File: src/sprites.hex
// one 16-bit row word per line, sprite 0 rows 0 to 7 first, then sprites 1 to 3
// column c sits in bits 2c+1:2c, code 1 is ink, code 2 is transparent
5555
9669
a5a5
0f0f
f0f0
6996
1248
8421
55aa
aa55
1111
2222
3333
4444
c3c3
3c3c
aaaa
aaaa
aaaa
aaaa
aaaa
aaaa
aaaa
aaaa
0000
ffff
5a5a
a5a5
1e1e
e1e1
7777
9999
File: src/rtl/blit_pkg.sv
`default_nettype none

package blit_pkg;

  // display and sprite geometry
  localparam int screen_w = 320;
  localparam int screen_h = 240;
  localparam int sprite_w = 8;
  localparam int sprite_h = 8;
  localparam int sprite_count = 4;
  localparam int sprite_col_bits = $clog2(sprite_w);
  localparam int sprite_row_bits = $clog2(sprite_h);

  // pixel codes, 2 bits each
  localparam logic [1:0] px_transparent = 2'd2;
  localparam logic [1:0] px_ink = 2'd1;

  // one rom word per sprite row
  localparam int row_bits = 16;
  localparam int rom_addr_bits = 5;

  localparam int fifo_depth = 4;
  localparam int fifo_ptr_bits = $clog2(fifo_depth);

  // register byte offsets
  localparam logic [7:0] reg_ctrl = 8'h00;
  localparam logic [7:0] reg_pos = 8'h04;
  localparam logic [7:0] reg_status = 8'h08;

  localparam logic [1:0] resp_okay = 2'b00;
  localparam logic [1:0] resp_slverr = 2'b10;

  typedef struct packed {
    logic [8:0] x;
    logic [7:0] y;
    logic       colour;
  } pixel_write_t;

  typedef struct packed {
    logic [1:0] sprite_id;
    logic [8:0] base_x;
    logic [7:0] base_y;
  } draw_cmd_t;

endpackage

`default_nettype wire

File: src/rtl/blit_regs.sv
`timescale 1ns/1ps
`default_nettype none

module blit_regs (
  input  wire                 clk,
  input  wire                 reset,
  input  wire  [7:0]          awaddr,
  input  wire                 awvalid,
  output logic                awready,
  input  wire  [31:0]         wdata,
  input  wire  [3:0]          wstrb,
  input  wire                 wvalid,
  output logic                wready,
  output logic [1:0]          bresp,
  output logic                bvalid,
  input  wire                 bready,
  input  wire  [7:0]          araddr,
  input  wire                 arvalid,
  output logic                arready,
  output logic [31:0]         rdata,
  output logic [1:0]          rresp,
  output logic                rvalid,
  input  wire                 rready,
  input  wire                 busy,
  input  wire                 done,
  output logic                start,
  output blit_pkg::draw_cmd_t cmd
);
  import blit_pkg::*;

  logic        wr_accept;
  logic        wr_fire;
  logic        wr_mapped;
  logic        start_req;
  logic        start_blocked;
  logic        rd_fire;
  logic        rd_mapped;
  logic [31:0] rd_word;
  logic [7:0]  done_count;

  // address and data are taken together in one cycle
  assign awready = wr_accept;
  assign wready = wr_accept;
  assign wr_fire = wr_accept && awvalid && wvalid;
  assign rd_fire = arready && arvalid;

  assign wr_mapped = (awaddr == reg_ctrl) || (awaddr == reg_pos) || (awaddr == reg_status);
  assign start_req = wr_fire && (awaddr == reg_ctrl) && wstrb[1] && wdata[8];
  // start is already on its way while the renderer has not raised busy yet
  assign start_blocked = busy || start;

  always_ff @(posedge clk) begin
    if (reset) begin
      wr_accept <= 1'b0;
      bvalid <= 1'b0;
      bresp <= resp_okay;
      start <= 1'b0;
      cmd <= '0;
    end else begin
      wr_accept <= awvalid && wvalid && !wr_accept && !bvalid;
      start <= start_req && !start_blocked;
      if (wr_fire) begin
        bvalid <= 1'b1;
        if (!wr_mapped || (start_req && start_blocked)) begin
          bresp <= resp_slverr;
        end else begin
          bresp <= resp_okay;
        end
        case (awaddr)
          reg_ctrl: begin
            // sprite id is stored even when the start is refused
            if (wstrb[0]) begin
              cmd.sprite_id <= wdata[1:0];
            end
          end
          reg_pos: begin
            if (wstrb[0]) begin
              cmd.base_x[7:0] <= wdata[7:0];
            end
            if (wstrb[1]) begin
              cmd.base_x[8] <= wdata[8];
            end
            if (wstrb[2]) begin
              cmd.base_y <= wdata[23:16];
            end
          end
          default: begin
          end
        endcase
      end else if (bready) begin
        bvalid <= 1'b0;
      end
    end
  end

  // completed draws, wraps at 256
  always_ff @(posedge clk) begin
    if (reset) begin
      done_count <= 8'd0;
    end else if (done) begin
      done_count <= done_count + 8'd1;
    end
  end

  always_comb begin
    rd_mapped = 1'b1;
    case (araddr)
      reg_ctrl: rd_word = {30'd0, cmd.sprite_id};
      reg_pos: rd_word = {8'h00, cmd.base_y, 7'h00, cmd.base_x};
      reg_status: rd_word = {16'h0000, done_count, 7'h00, busy};
      default: begin
        rd_word = 32'd0;
        rd_mapped = 1'b0;
      end
    endcase
  end

  always_ff @(posedge clk) begin
    if (reset) begin
      arready <= 1'b0;
      rvalid <= 1'b0;
    end else begin
      arready <= arvalid && !arready && !rvalid;
      if (rd_fire) begin
        rvalid <= 1'b1;
      end else if (rready) begin
        rvalid <= 1'b0;
      end
    end
  end

  // read payload, captured at the address handshake
  always_ff @(posedge clk) begin
    if (rd_fire) begin
      rdata <= rd_word;
      rresp <= rd_mapped ? resp_okay : resp_slverr;
    end
  end

endmodule

`default_nettype wire

File: src/rtl/sprite_rom.sv
`timescale 1ns/1ps
`default_nettype none

module sprite_rom (
  input  wire                                clk,
  input  wire  [blit_pkg::rom_addr_bits-1:0] rom_addr,
  output logic [blit_pkg::row_bits-1:0]      rom_row
);
  import blit_pkg::*;

  // address is {sprite id, row}, column 0 in bits 1:0
  logic [row_bits-1:0] rows [sprite_count*sprite_h];

  initial begin
    $readmemh("/design/src/sprites.hex", rows);
  end

  always_ff @(posedge clk) begin
    rom_row <= rows[rom_addr];
  end

endmodule

`default_nettype wire

File: src/rtl/sprite_render.sv
`timescale 1ns/1ps
`default_nettype none

module sprite_render (
  input  wire                                clk,
  input  wire                                reset,
  input  wire                                start,
  input  wire  blit_pkg::draw_cmd_t          cmd,
  output logic                               busy,
  output logic                               done,
  output logic [blit_pkg::rom_addr_bits-1:0] rom_addr,
  input  wire  [blit_pkg::row_bits-1:0]      rom_row,
  output logic                               push_valid,
  output blit_pkg::pixel_write_t             push_data,
  input  wire                                push_ready
);
  import blit_pkg::*;

  typedef enum logic [1:0] {
    st_idle,
    st_fetch,
    st_emit,
    st_finish
  } state_t;

  state_t                     state;
  draw_cmd_t                  cur;
  logic [sprite_row_bits-1:0] row;
  logic [sprite_col_bits-1:0] col;
  logic [1:0]                 code;
  logic [9:0]                 px_x;
  logic [8:0]                 px_y;
  logic                       visible;
  logic                       advance;
  logic                       last_col;
  logic                       last_row;

  // row 0 is read in the start cycle itself, later rows go through fetch
  assign rom_addr = (state == st_idle) ? {cmd.sprite_id, {sprite_row_bits{1'b0}}}
                                       : {cur.sprite_id, row};

  assign code = rom_row[{col, 1'b0} +: 2];

  // one bit wider than the screen so that wrap-around clips too
  assign px_x = {1'b0, cur.base_x} + 10'(col);
  assign px_y = {1'b0, cur.base_y} + 9'(row);

  assign visible = (code != px_transparent) && (px_x < 10'(screen_w)) &&
                   (px_y < 9'(screen_h));

  assign push_valid = (state == st_emit) && visible;

  always_comb begin
    push_data.x = px_x[8:0];
    push_data.y = px_y[7:0];
    // codes 0 and 3 both end up as colour 0
    push_data.colour = (code == px_ink);
  end

  // hidden pixels step on at once, drawn ones wait for room in the fifo
  assign advance = (state == st_emit) && (!visible || push_ready);
  assign last_col = (col == sprite_col_bits'(sprite_w - 1));
  assign last_row = (row == sprite_row_bits'(sprite_h - 1));

  assign busy = (state == st_fetch) || (state == st_emit);
  assign done = (state == st_finish);

  always_ff @(posedge clk) begin
    if (reset) begin
      state <= st_idle;
      row <= '0;
      col <= '0;
    end else begin
      case (state)
        st_idle: begin
          if (start) begin
            state <= st_emit;
            row <= '0;
            col <= '0;
          end
        end
        st_fetch: begin
          state <= st_emit;
        end
        st_emit: begin
          if (advance) begin
            if (last_col) begin
              col <= '0;
              if (last_row) begin
                state <= st_finish;
              end else begin
                row <= row + 1'b1;
                state <= st_fetch;
              end
            end else begin
              col <= col + 1'b1;
            end
          end
        end
        st_finish: begin
          state <= st_idle;
        end
        default: begin
          state <= st_idle;
        end
      endcase
    end
  end

  // command held for the whole draw
  always_ff @(posedge clk) begin
    if (state == st_idle && start) begin
      cur <= cmd;
    end
  end

endmodule

`default_nettype wire

File: src/rtl/pixel_fifo.sv
`timescale 1ns/1ps
`default_nettype none

module pixel_fifo (
  input  wire                     clk,
  input  wire                     reset,
  input  wire                     push_valid,
  input  wire blit_pkg::pixel_write_t push_data,
  output logic                    push_ready,
  output logic                    fb_valid,
  output blit_pkg::pixel_write_t  fb_data,
  input  wire                     fb_ready
);
  import blit_pkg::*;

  pixel_write_t             slots [fifo_depth];
  logic [fifo_ptr_bits-1:0] wr_ptr;
  logic [fifo_ptr_bits-1:0] rd_ptr;
  logic [fifo_ptr_bits:0]   fill;
  logic                     do_push;
  logic                     do_pop;

  assign push_ready = (fill != (fifo_ptr_bits + 1)'(fifo_depth));
  assign fb_valid = (fill != '0);
  // head entry straight from the storage registers
  assign fb_data = slots[rd_ptr];

  assign do_push = push_valid && push_ready;
  assign do_pop = fb_valid && fb_ready;

  always_ff @(posedge clk) begin
    if (reset) begin
      wr_ptr <= '0;
      rd_ptr <= '0;
      fill <= '0;
    end else begin
      if (do_push) begin
        wr_ptr <= wr_ptr + 1'b1;
      end
      if (do_pop) begin
        rd_ptr <= rd_ptr + 1'b1;
      end
      // simultaneous push and pop keeps the fill level
      case ({do_push, do_pop})
        2'b10: fill <= fill + 1'b1;
        2'b01: fill <= fill - 1'b1;
        default: begin
        end
      endcase
    end
  end

  always_ff @(posedge clk) begin
    if (do_push) begin
      slots[wr_ptr] <= push_data;
    end
  end

endmodule

`default_nettype wire

File: src/rtl/sprite_blitter.sv
`timescale 1ns/1ps
`default_nettype none

module sprite_blitter (
  input  wire                    clk,
  input  wire                    reset,
  input  wire  [7:0]             awaddr,
  input  wire                    awvalid,
  output logic                   awready,
  input  wire  [31:0]            wdata,
  input  wire  [3:0]             wstrb,
  input  wire                    wvalid,
  output logic                   wready,
  output logic [1:0]             bresp,
  output logic                   bvalid,
  input  wire                    bready,
  input  wire  [7:0]             araddr,
  input  wire                    arvalid,
  output logic                   arready,
  output logic [31:0]            rdata,
  output logic [1:0]             rresp,
  output logic                   rvalid,
  input  wire                    rready,
  output logic                   fb_valid,
  output blit_pkg::pixel_write_t fb_data,
  input  wire                    fb_ready
);
  import blit_pkg::*;

  logic                     start;
  logic                     busy;
  logic                     done;
  draw_cmd_t                cmd;
  logic [rom_addr_bits-1:0] rom_addr;
  logic [row_bits-1:0]      rom_row;
  logic                     push_valid;
  logic                     push_ready;
  pixel_write_t             push_data;

  // host side
  blit_regs i_regs (
    .clk(clk), .reset(reset),
    .awaddr(awaddr), .awvalid(awvalid), .awready(awready),
    .wdata(wdata), .wstrb(wstrb), .wvalid(wvalid), .wready(wready),
    .bresp(bresp), .bvalid(bvalid), .bready(bready),
    .araddr(araddr), .arvalid(arvalid), .arready(arready),
    .rdata(rdata), .rresp(rresp), .rvalid(rvalid), .rready(rready),
    .busy(busy), .done(done), .start(start), .cmd(cmd)
  );

  sprite_rom i_rom (.clk(clk), .rom_addr(rom_addr), .rom_row(rom_row));

  sprite_render i_render (
    .clk(clk), .reset(reset), .start(start), .cmd(cmd),
    .busy(busy), .done(done), .rom_addr(rom_addr), .rom_row(rom_row),
    .push_valid(push_valid), .push_data(push_data), .push_ready(push_ready)
  );

  // framebuffer side
  pixel_fifo i_fifo (
    .clk(clk), .reset(reset),
    .push_valid(push_valid), .push_data(push_data), .push_ready(push_ready),
    .fb_valid(fb_valid), .fb_data(fb_data), .fb_ready(fb_ready)
  );

endmodule

`default_nettype wire

File: config.mk
export PLATFORM = sky130hd
export DESIGN_NAME = sprite_blitter
export DESIGN_NICKNAME = d
export VERILOG_FILES = /design/src/rtl/blit_pkg.sv /design/src/rtl/blit_regs.sv /design/src/rtl/sprite_rom.sv /design/src/rtl/sprite_render.sv /design/src/rtl/pixel_fifo.sv /design/src/rtl/sprite_blitter.sv
export SDC_FILE = /design/constraint.sdc
export NUM_CORES = 1
export LEC_CHECK = 0
export ABC_AREA = 1
export BUFFER_PORTS_ARGS = -buffer_cell sky130_fd_sc_hd__buf_4
export CAP_MARGIN = 20
export CORE_UTILIZATION = 32
export CTS_CLUSTER_SIZE = 24
export DETAILED_ROUTE_END_ITERATION = 7
export SYNTH_ARGS = -nofsm -noshare
export SYNTH_HDL_FRONTEND = slang
export SYNTH_SLANG_ARGS = --single-unit
File: constraint.sdc
create_clock -name clk -period 2.51 [get_ports clk]
set_input_delay 0.502 -clock clk [delete_from_list [all_inputs] [get_ports clk]]
set_output_delay 0.502 -clock clk [all_outputs]
set_load 0.01 [all_outputs]
==> flow_metrics.py, run 1 <==
metrics = {
    "outcome": {
        "status": "finished, final reports clean",
    },
    "routing": {
        "drc_errors": 0,
        "wl_per_cell_microns": 9.83,
        "ant_nets": 0,
        "routed_wl_microns": 6100,
        "viasPerCell": 4.13,
        "drt-pass1-iter-count": 5,
        "num_vias": 2562,
        "first_iter_violations": 80,
    },
    "place": {
        "portBuffers": 75,
        "gp_congestion": 0.751,
        "place_hpwl_microns": 4460,
    },
    "global_route": {
        "track_usage_pct": 12.1,
        "antenna_found_initial": 0,
        "grt-ovfl-total": 0,
        "grt_pass1_vias": 2350,
        "grt_max_degree": 33,
        "grt_pass1_wl_microns": 9850,
    },
    "finish": {
        "diodes": 0,
        "multi_input_area_sq_um": 1230,
        "area_growth_syn_to_layout_pct": 23.7,
        "regArea_sq_um": 1630,
        "final_util_pct": 41.0,
        "nFillCells": 1013,
        "drive_gt1_share_pct": 22.0,
        "fin_nets": 551,
    },
    "timing": {
        "min_period_ps": 1610,
        "slew_viol_final": 0,
        "setup_viol": 0,
        "fin_crit_sh_pct": 64.3,
        "tns_ps": 0,
        "clock_skew_ps": 7.07,
        "max_freq_mhz": 619,
        "hold_viol_final": 0,
        "rsz0062_at_grt": "false",
    },
    "critical_path": {
        "slowest_delay_ps": 310,
        "cp_max_fo": 4,
        "worstSetupPathType": "flip-flop to output port",
        "path_cells": "inv_1 -> nand3_1 -> buf_4",
        "critPathSlowestCell": "dfxtp_1",
        "cp.required_ps": 2010,
        "end_kind": "output port",
        "cp.arrival_ps": 1110,
        "worstSetupStartpointType": "flip-flop",
    },
    "cts": {
        "clkTransAtPathRegs_ps": 80,
        "clockRootBuffer": "clkbuf_8",
        "clock_latency_ps": 350,
        "cts_max_level": 3,
        "cts.path.max_buffers": 2,
        "cts_tree": "done",
        "cts_resized": 0,
        "cts.sinks": 69,
        "hold_buffers": 0,
        "cts_setup_buffers": 0,
        "cts_made_buffers": 9,
    },
    "yosys": {
        "yosys_warnings": 0,
        "synth.area.top_cells": "dfxtp_1, edfxtp_1, nor2_1, nand2_1, buf_4",
        "yosysUniqueCellTypes": 30,
        "synthCells": 403,
        "ys_seq_elements": 69,
        "synth.top_cell.area_share_pct": 27.1,
        "synth.avg_cell_area_sq_um": 8.08,
        "ys_seq_area_share_pct": 50.1,
        "synth_top_cell_by_area": "dfxtp_1",
        "netlist_area_sq_um": 3250,
    },
    "job": {
        "cap_violations": 0,
    },
    "die": {
        "die_h_microns": 103,
        "rows": 36,
        "die_x_microns": 103,
        "pin_count": 120,
        "fp.dieArea_sq_um": 10600,
        "initial_core_util_pct": 33.1,
        "fp.coreArea_sq_um": 9820,
    },
    "power_and_ir_drop": {
        "leakage_nw": 1.90,
        "max-vdd-ir-drop_v": 0.000275,
        "cellPowerDensity_nw_per_um2": 670,
    },
    "worst_hold_path": {
        "holdCritPathClass": "input port to flip-flop",
    },
}
## worst max-delay path: cells and delay by family, from the launching register on
kind	cells	cell delay (ps)
and+or+nand+nor	1	160
DFF	1	310
buffers and inverters	2	290
## cells in the final DEF, fill, tap and decap left out, types with 9 or more instances in the layout
master / netlist / routed
a21oi_1: 16 / 16
buf_4: 29 / 77
clkbuf_8: 1 / 9
conb_1: 1 / 28
dfxtp_1: 44 / 44
edfxtp_1: 25 / 25
inv_1: 55 / 55
nand2_1: 79 / 79
nand3_1: 12 / 12
nor2_1: 86 / 86
o21ai_0: 12 / 12
## through the flow
step                hold slack, ps  std cells  setup slack, ps  cell area [sq um]  total power (W)
floorplan                      443        430             1070               3360          0.00167
global placement               431        604              825               3830          0.00180
detailed placement             439        604              776               3830          0.00182
CTS                            355        620              891               4030          0.00273
global route                   374        620              748               4030          0.00286
finish                         367        620              895               4030          0.00270
## area by class of cell
| type | count | area share, % |
|---|---|---|
| inverters | 59 | 5.50 |
| repair buffers | 77 | 14.4 |
| clock inverters | 7 | 1.90 |
| well taps | 133 | 4.13 |
| multi-input cells | 266 | 30.5 |
| clock buffers | 9 | 3.08 |
| flip-flops and latches | 69 | 40.5 |
## kinds of logic after synthesis
kind of cell,share of synthesized area (%)
compound gates,4.88
fa+ha+maj,3.69
buf+inv,15.2
flops,50.1
other cells,0.115
simple gates,26.0
## Yosys cell counts, drive strengths merged
cell type	instances
conb	1
nand4	2
nor2	90
or2	1
nand2	82
nor4	1
buf	35
fa	1
a21oi	16
nand3b	1
clkbuf	1
a31oi	1
nand3	14
inv	58
clkinv	1
o21a	1
edfxtp	25
dfxtp	44
ha	8
nor3	7
o21ai	13
## per-layer routing
layer | routed length, microns | vias to the layer above | global-route usage, %
li1 | - | 1342 | -
met5 | 0 | - | 0
met2 | 2730 | 92 | 21.1
met4 | 117 | 0 | 5.85
met1 | 2810 | 1117 | 13.9
met3 | 439 | 11 | 2.85
## final timing paths
path                           from               to  slack (ps)  cells past startpoint
hold reg to reg      i_regs.arready   i_regs.arready         450                      1
setup reg to reg  i_render.state[0]  i_render.row[2]         980                      9
setup / recovery     i_fifo.fill[0]         fb_valid         900                      3
hold / removal             fb_ready   i_fifo.fill[1]         370                      2
## state kept, by name, summed over array words and instances (netlist names), 2 cells and up
signal,flops
i_fifo.fill,3
i_regs.cmd,19
i_regs.done_count,8
i_regs.rdata,24
i_render.col,3
i_render.row,3
i_render.state,2
## report_power, final
part / leakage, nW / internal (W) / switching (W)
registers: 0.593 / 0.00123 / 0.0000357
clock network: 0.0954 / 0.000461 / 0.000443
logic: 1.21 / 0.000210 / 0.000320
Note: power is estimated with default switching activity, not from simulation.
==> run 2, diff against run 1 <==
==> constraint.sdc (replaced) <==
create_clock -name clk -period 1.3 [get_ports clk]
set_input_delay 0.26 -clock clk [delete_from_list [all_inputs] [get_ports clk]]
set_output_delay 0.26 -clock clk [all_outputs]
set_load 0.01 [all_outputs]
==> run 2 against run 1 <==
Utilization grew 5.2 points; non-clock buffer count rose by 25; hold slack worse by 240 ps; critical endpoint is now i_fifo.fill[1].
==> flow_metrics.py, run 2 (same netlist as run 1, synthesis figures left out) <==
metrics = {
    "timing": {
        "tightest_slew_ps": 533,
        "max_freq_mhz": 804,
        "slew_viol_final": 0,
        "hold_viol_final": 0,
        "maxSlewHeadroom_pct": 64.3,
        "rsz0062_at_grt": "true",
        "fin_crit_sh_pct": 95.7,
        "clock_skew_ps": 9.00,
        "setup_viol": 0,
        "min_period_ps": 1240,
    },
    "cts": {
        "cts_tree": "done",
        "cts.path.max_buffers": 2,
        "clkTransAtPathRegs_ps": 80,
        "hold_buffers": 0,
        "cts_max_level": 3,
        "cts.sinks": 69,
        "clockRootBuffer": "clkbuf_8",
        "cts_made_buffers": 9,
        "clock_latency_ps": 340,
    },
    "die": {
        "initial_core_util_pct": 33.1,
        "fp.dieArea_sq_um": 10600,
        "die_h_microns": 103,
        "fp.coreArea_sq_um": 9820,
        "die_x_microns": 103,
        "rows": 36,
        "pin_count": 120,
    },
    "finish": {
        "layout_commonest_cell": "buf_4",
        "stdcell_area_sq_um": 4540,
        "final_cell_mix": "buf_4, nor2_1, nand2_1",
        "fin_nets": 578,
        "largest_register": "i_regs.rdata",
        "diodes": 0,
        "instances_no_fill": 647,
        "reg_top3": "i_regs.rdata: 24 flops, i_regs.cmd: 19 flops, i_regs.done_count: 8 flops",
        "area_growth_syn_to_layout_pct": 39.4,
        "largest_reg_flops": 24,
        "drive_gt1_share_pct": 35.2,
    },
    "global_route": {
        "antenna_found_initial": 0,
        "grt_max_degree": 36,
        "gr-usage-met2_pct": 23.2,
        "grt_use_met1_pct": 15.1,
        "track_usage_pct": 13.1,
        "grt-ovfl-total": 0,
        "grt-busiest-layer": "met2",
        "grt_pass1_wl_microns": 10600,
        "grt_util_met3_pct": 2.58,
        "grt_pass1_vias": 2502,
    },
    "critical_path": {
        "cp.arrival_ps": 1470,
        "worstSetupStartpointType": "flip-flop",
        "worstSetupStartpoint": "i_fifo.fill[1]",
        "cp_max_fo": 2,
        "cp.required_ps": 1530,
        "worstSetupPathType": "flip-flop to flip-flop",
        "r2r-start": "i_fifo.fill[1]",
        "end_kind": "flip-flop",
    },
    "place": {
        "portBuffers": 75,
        "place_area_sq_um": 4030,
        "gp_congestion": 0.733,
        "dp_cells": 624,
        "place_hpwl_microns": 4660,
    },
    "outcome": {
        "status": "finished, final reports clean",
    },
    "job": {
        "cap_violations": 0,
    },
    "routing": {
        "first_iter_violations": 67,
        "wl_per_cell_microns": 10.9,
        "num_vias": 2715,
        "drt-pass1-iter-count": 4,
        "ant_nets": 0,
        "viasPerCell": 4.20,
        "drc_errors": 0,
        "routed_wl_microns": 7040,
    },
    "worst_hold_path": {
        "holdCritPathClass": "input port to flip-flop",
        "hold_start": "wdata[5]",
    },
    "power_and_ir_drop": {
        "leakage_nw": 2.08,
        "fin_total_pwr_w": 0.00642,
        "cellPowerDensity_nw_per_um2": 1410,
        "max-vdd-ir-drop_v": 0.000434,
    },
}
-- run 2: changes by cell type in the layout (fill, tap and decap cells not counted), moves of 5 or more --
cell | previous run | this run
buf_4 | 77 | 98
ha_1 | 8 | 1
ha_4 | 0 | 7
inv_1 | 55 | 43
o21ai_0 | 12 | 7
inv_2 | 3 | 10
nand2_2 | 3 | 8
dfxtp_2 | 0 | 8
nand2_1 | 79 | 71
nor2_1 | 86 | 81
dfxtp_1 | 44 | 35
-- run 2: routing by layer --
metal / part of all wire, % / vias to the layer above / wire length [microns]
li1: - / 1404 / -
met1: 45 / 1219 / 3160
met2: 48 / 82 / 3350
met3: 5.9 / 10 / 418
met4: 1.6 / 0 / 114
met5: 0 / - / 0
-- run 2: power by group --
group	switching (W)	internal (W)	leakage [nW]
Combinational	0.000911	0.000881	1.37
Clock	0.000830	0.00127	0.116
Sequential	0.000125	0.00239	0.597
Total	0.00187	0.00455	2.08
-- run 2: metrics by stage --
stage	worst slack [ps]	utilization, %	setup TNS, ps	hold WS, ps
3_3_place_gp	-81.4	41.0	-1240	429
4_1_cts	-23.8	44.1	-23.8	114
2_1_floorplan	-6.24	-	-6.24	358
3_5_place_dp	-135	41.0	-2130	442
6_report	55.6	46.2	0	130
5_1_grt	-11.9	46.2	-16.0	124
-- run 2: worst paths after layout --
kind / cells after the start / slack, ps / endpoint
worst min-delay path: 3 / 130 / i_regs.cmd[13]
worst min register to register: 1 / 460 / i_regs.arready
worst max register to register: 4 / 60 / i_fifo.fill[1]
worst max-delay path: 4 / 60 / i_fifo.fill[1]
-- run 2: repair_timing --
action | CTS | global route
gates cloned | 0 | 2
pin swaps | 9 | 16
endpoints found under the setup margin | 10 | 32
resized for setup | 25 | 46
buffers inserted | 2 | 4
-- run 2: final cells by class --
class | count | area, sq um
Inverter | 59 | 235
Fill cell | 930 | 5280
Multi-Input combinational cell | 268 | 1440
Sequential cell | 69 | 1650
Clock inverter | 6 | 111
Tap cell | 133 | 166
Clock buffer | 10 | 128
Timing Repair Buffer | 102 | 807
-- run 2: worst max-delay path, stage by stage, from the launching register on --
cell and delay, ps:
dfxtp_1 320, inv_2 50, buf_4 140, fa_2 550, a31oi_1 70
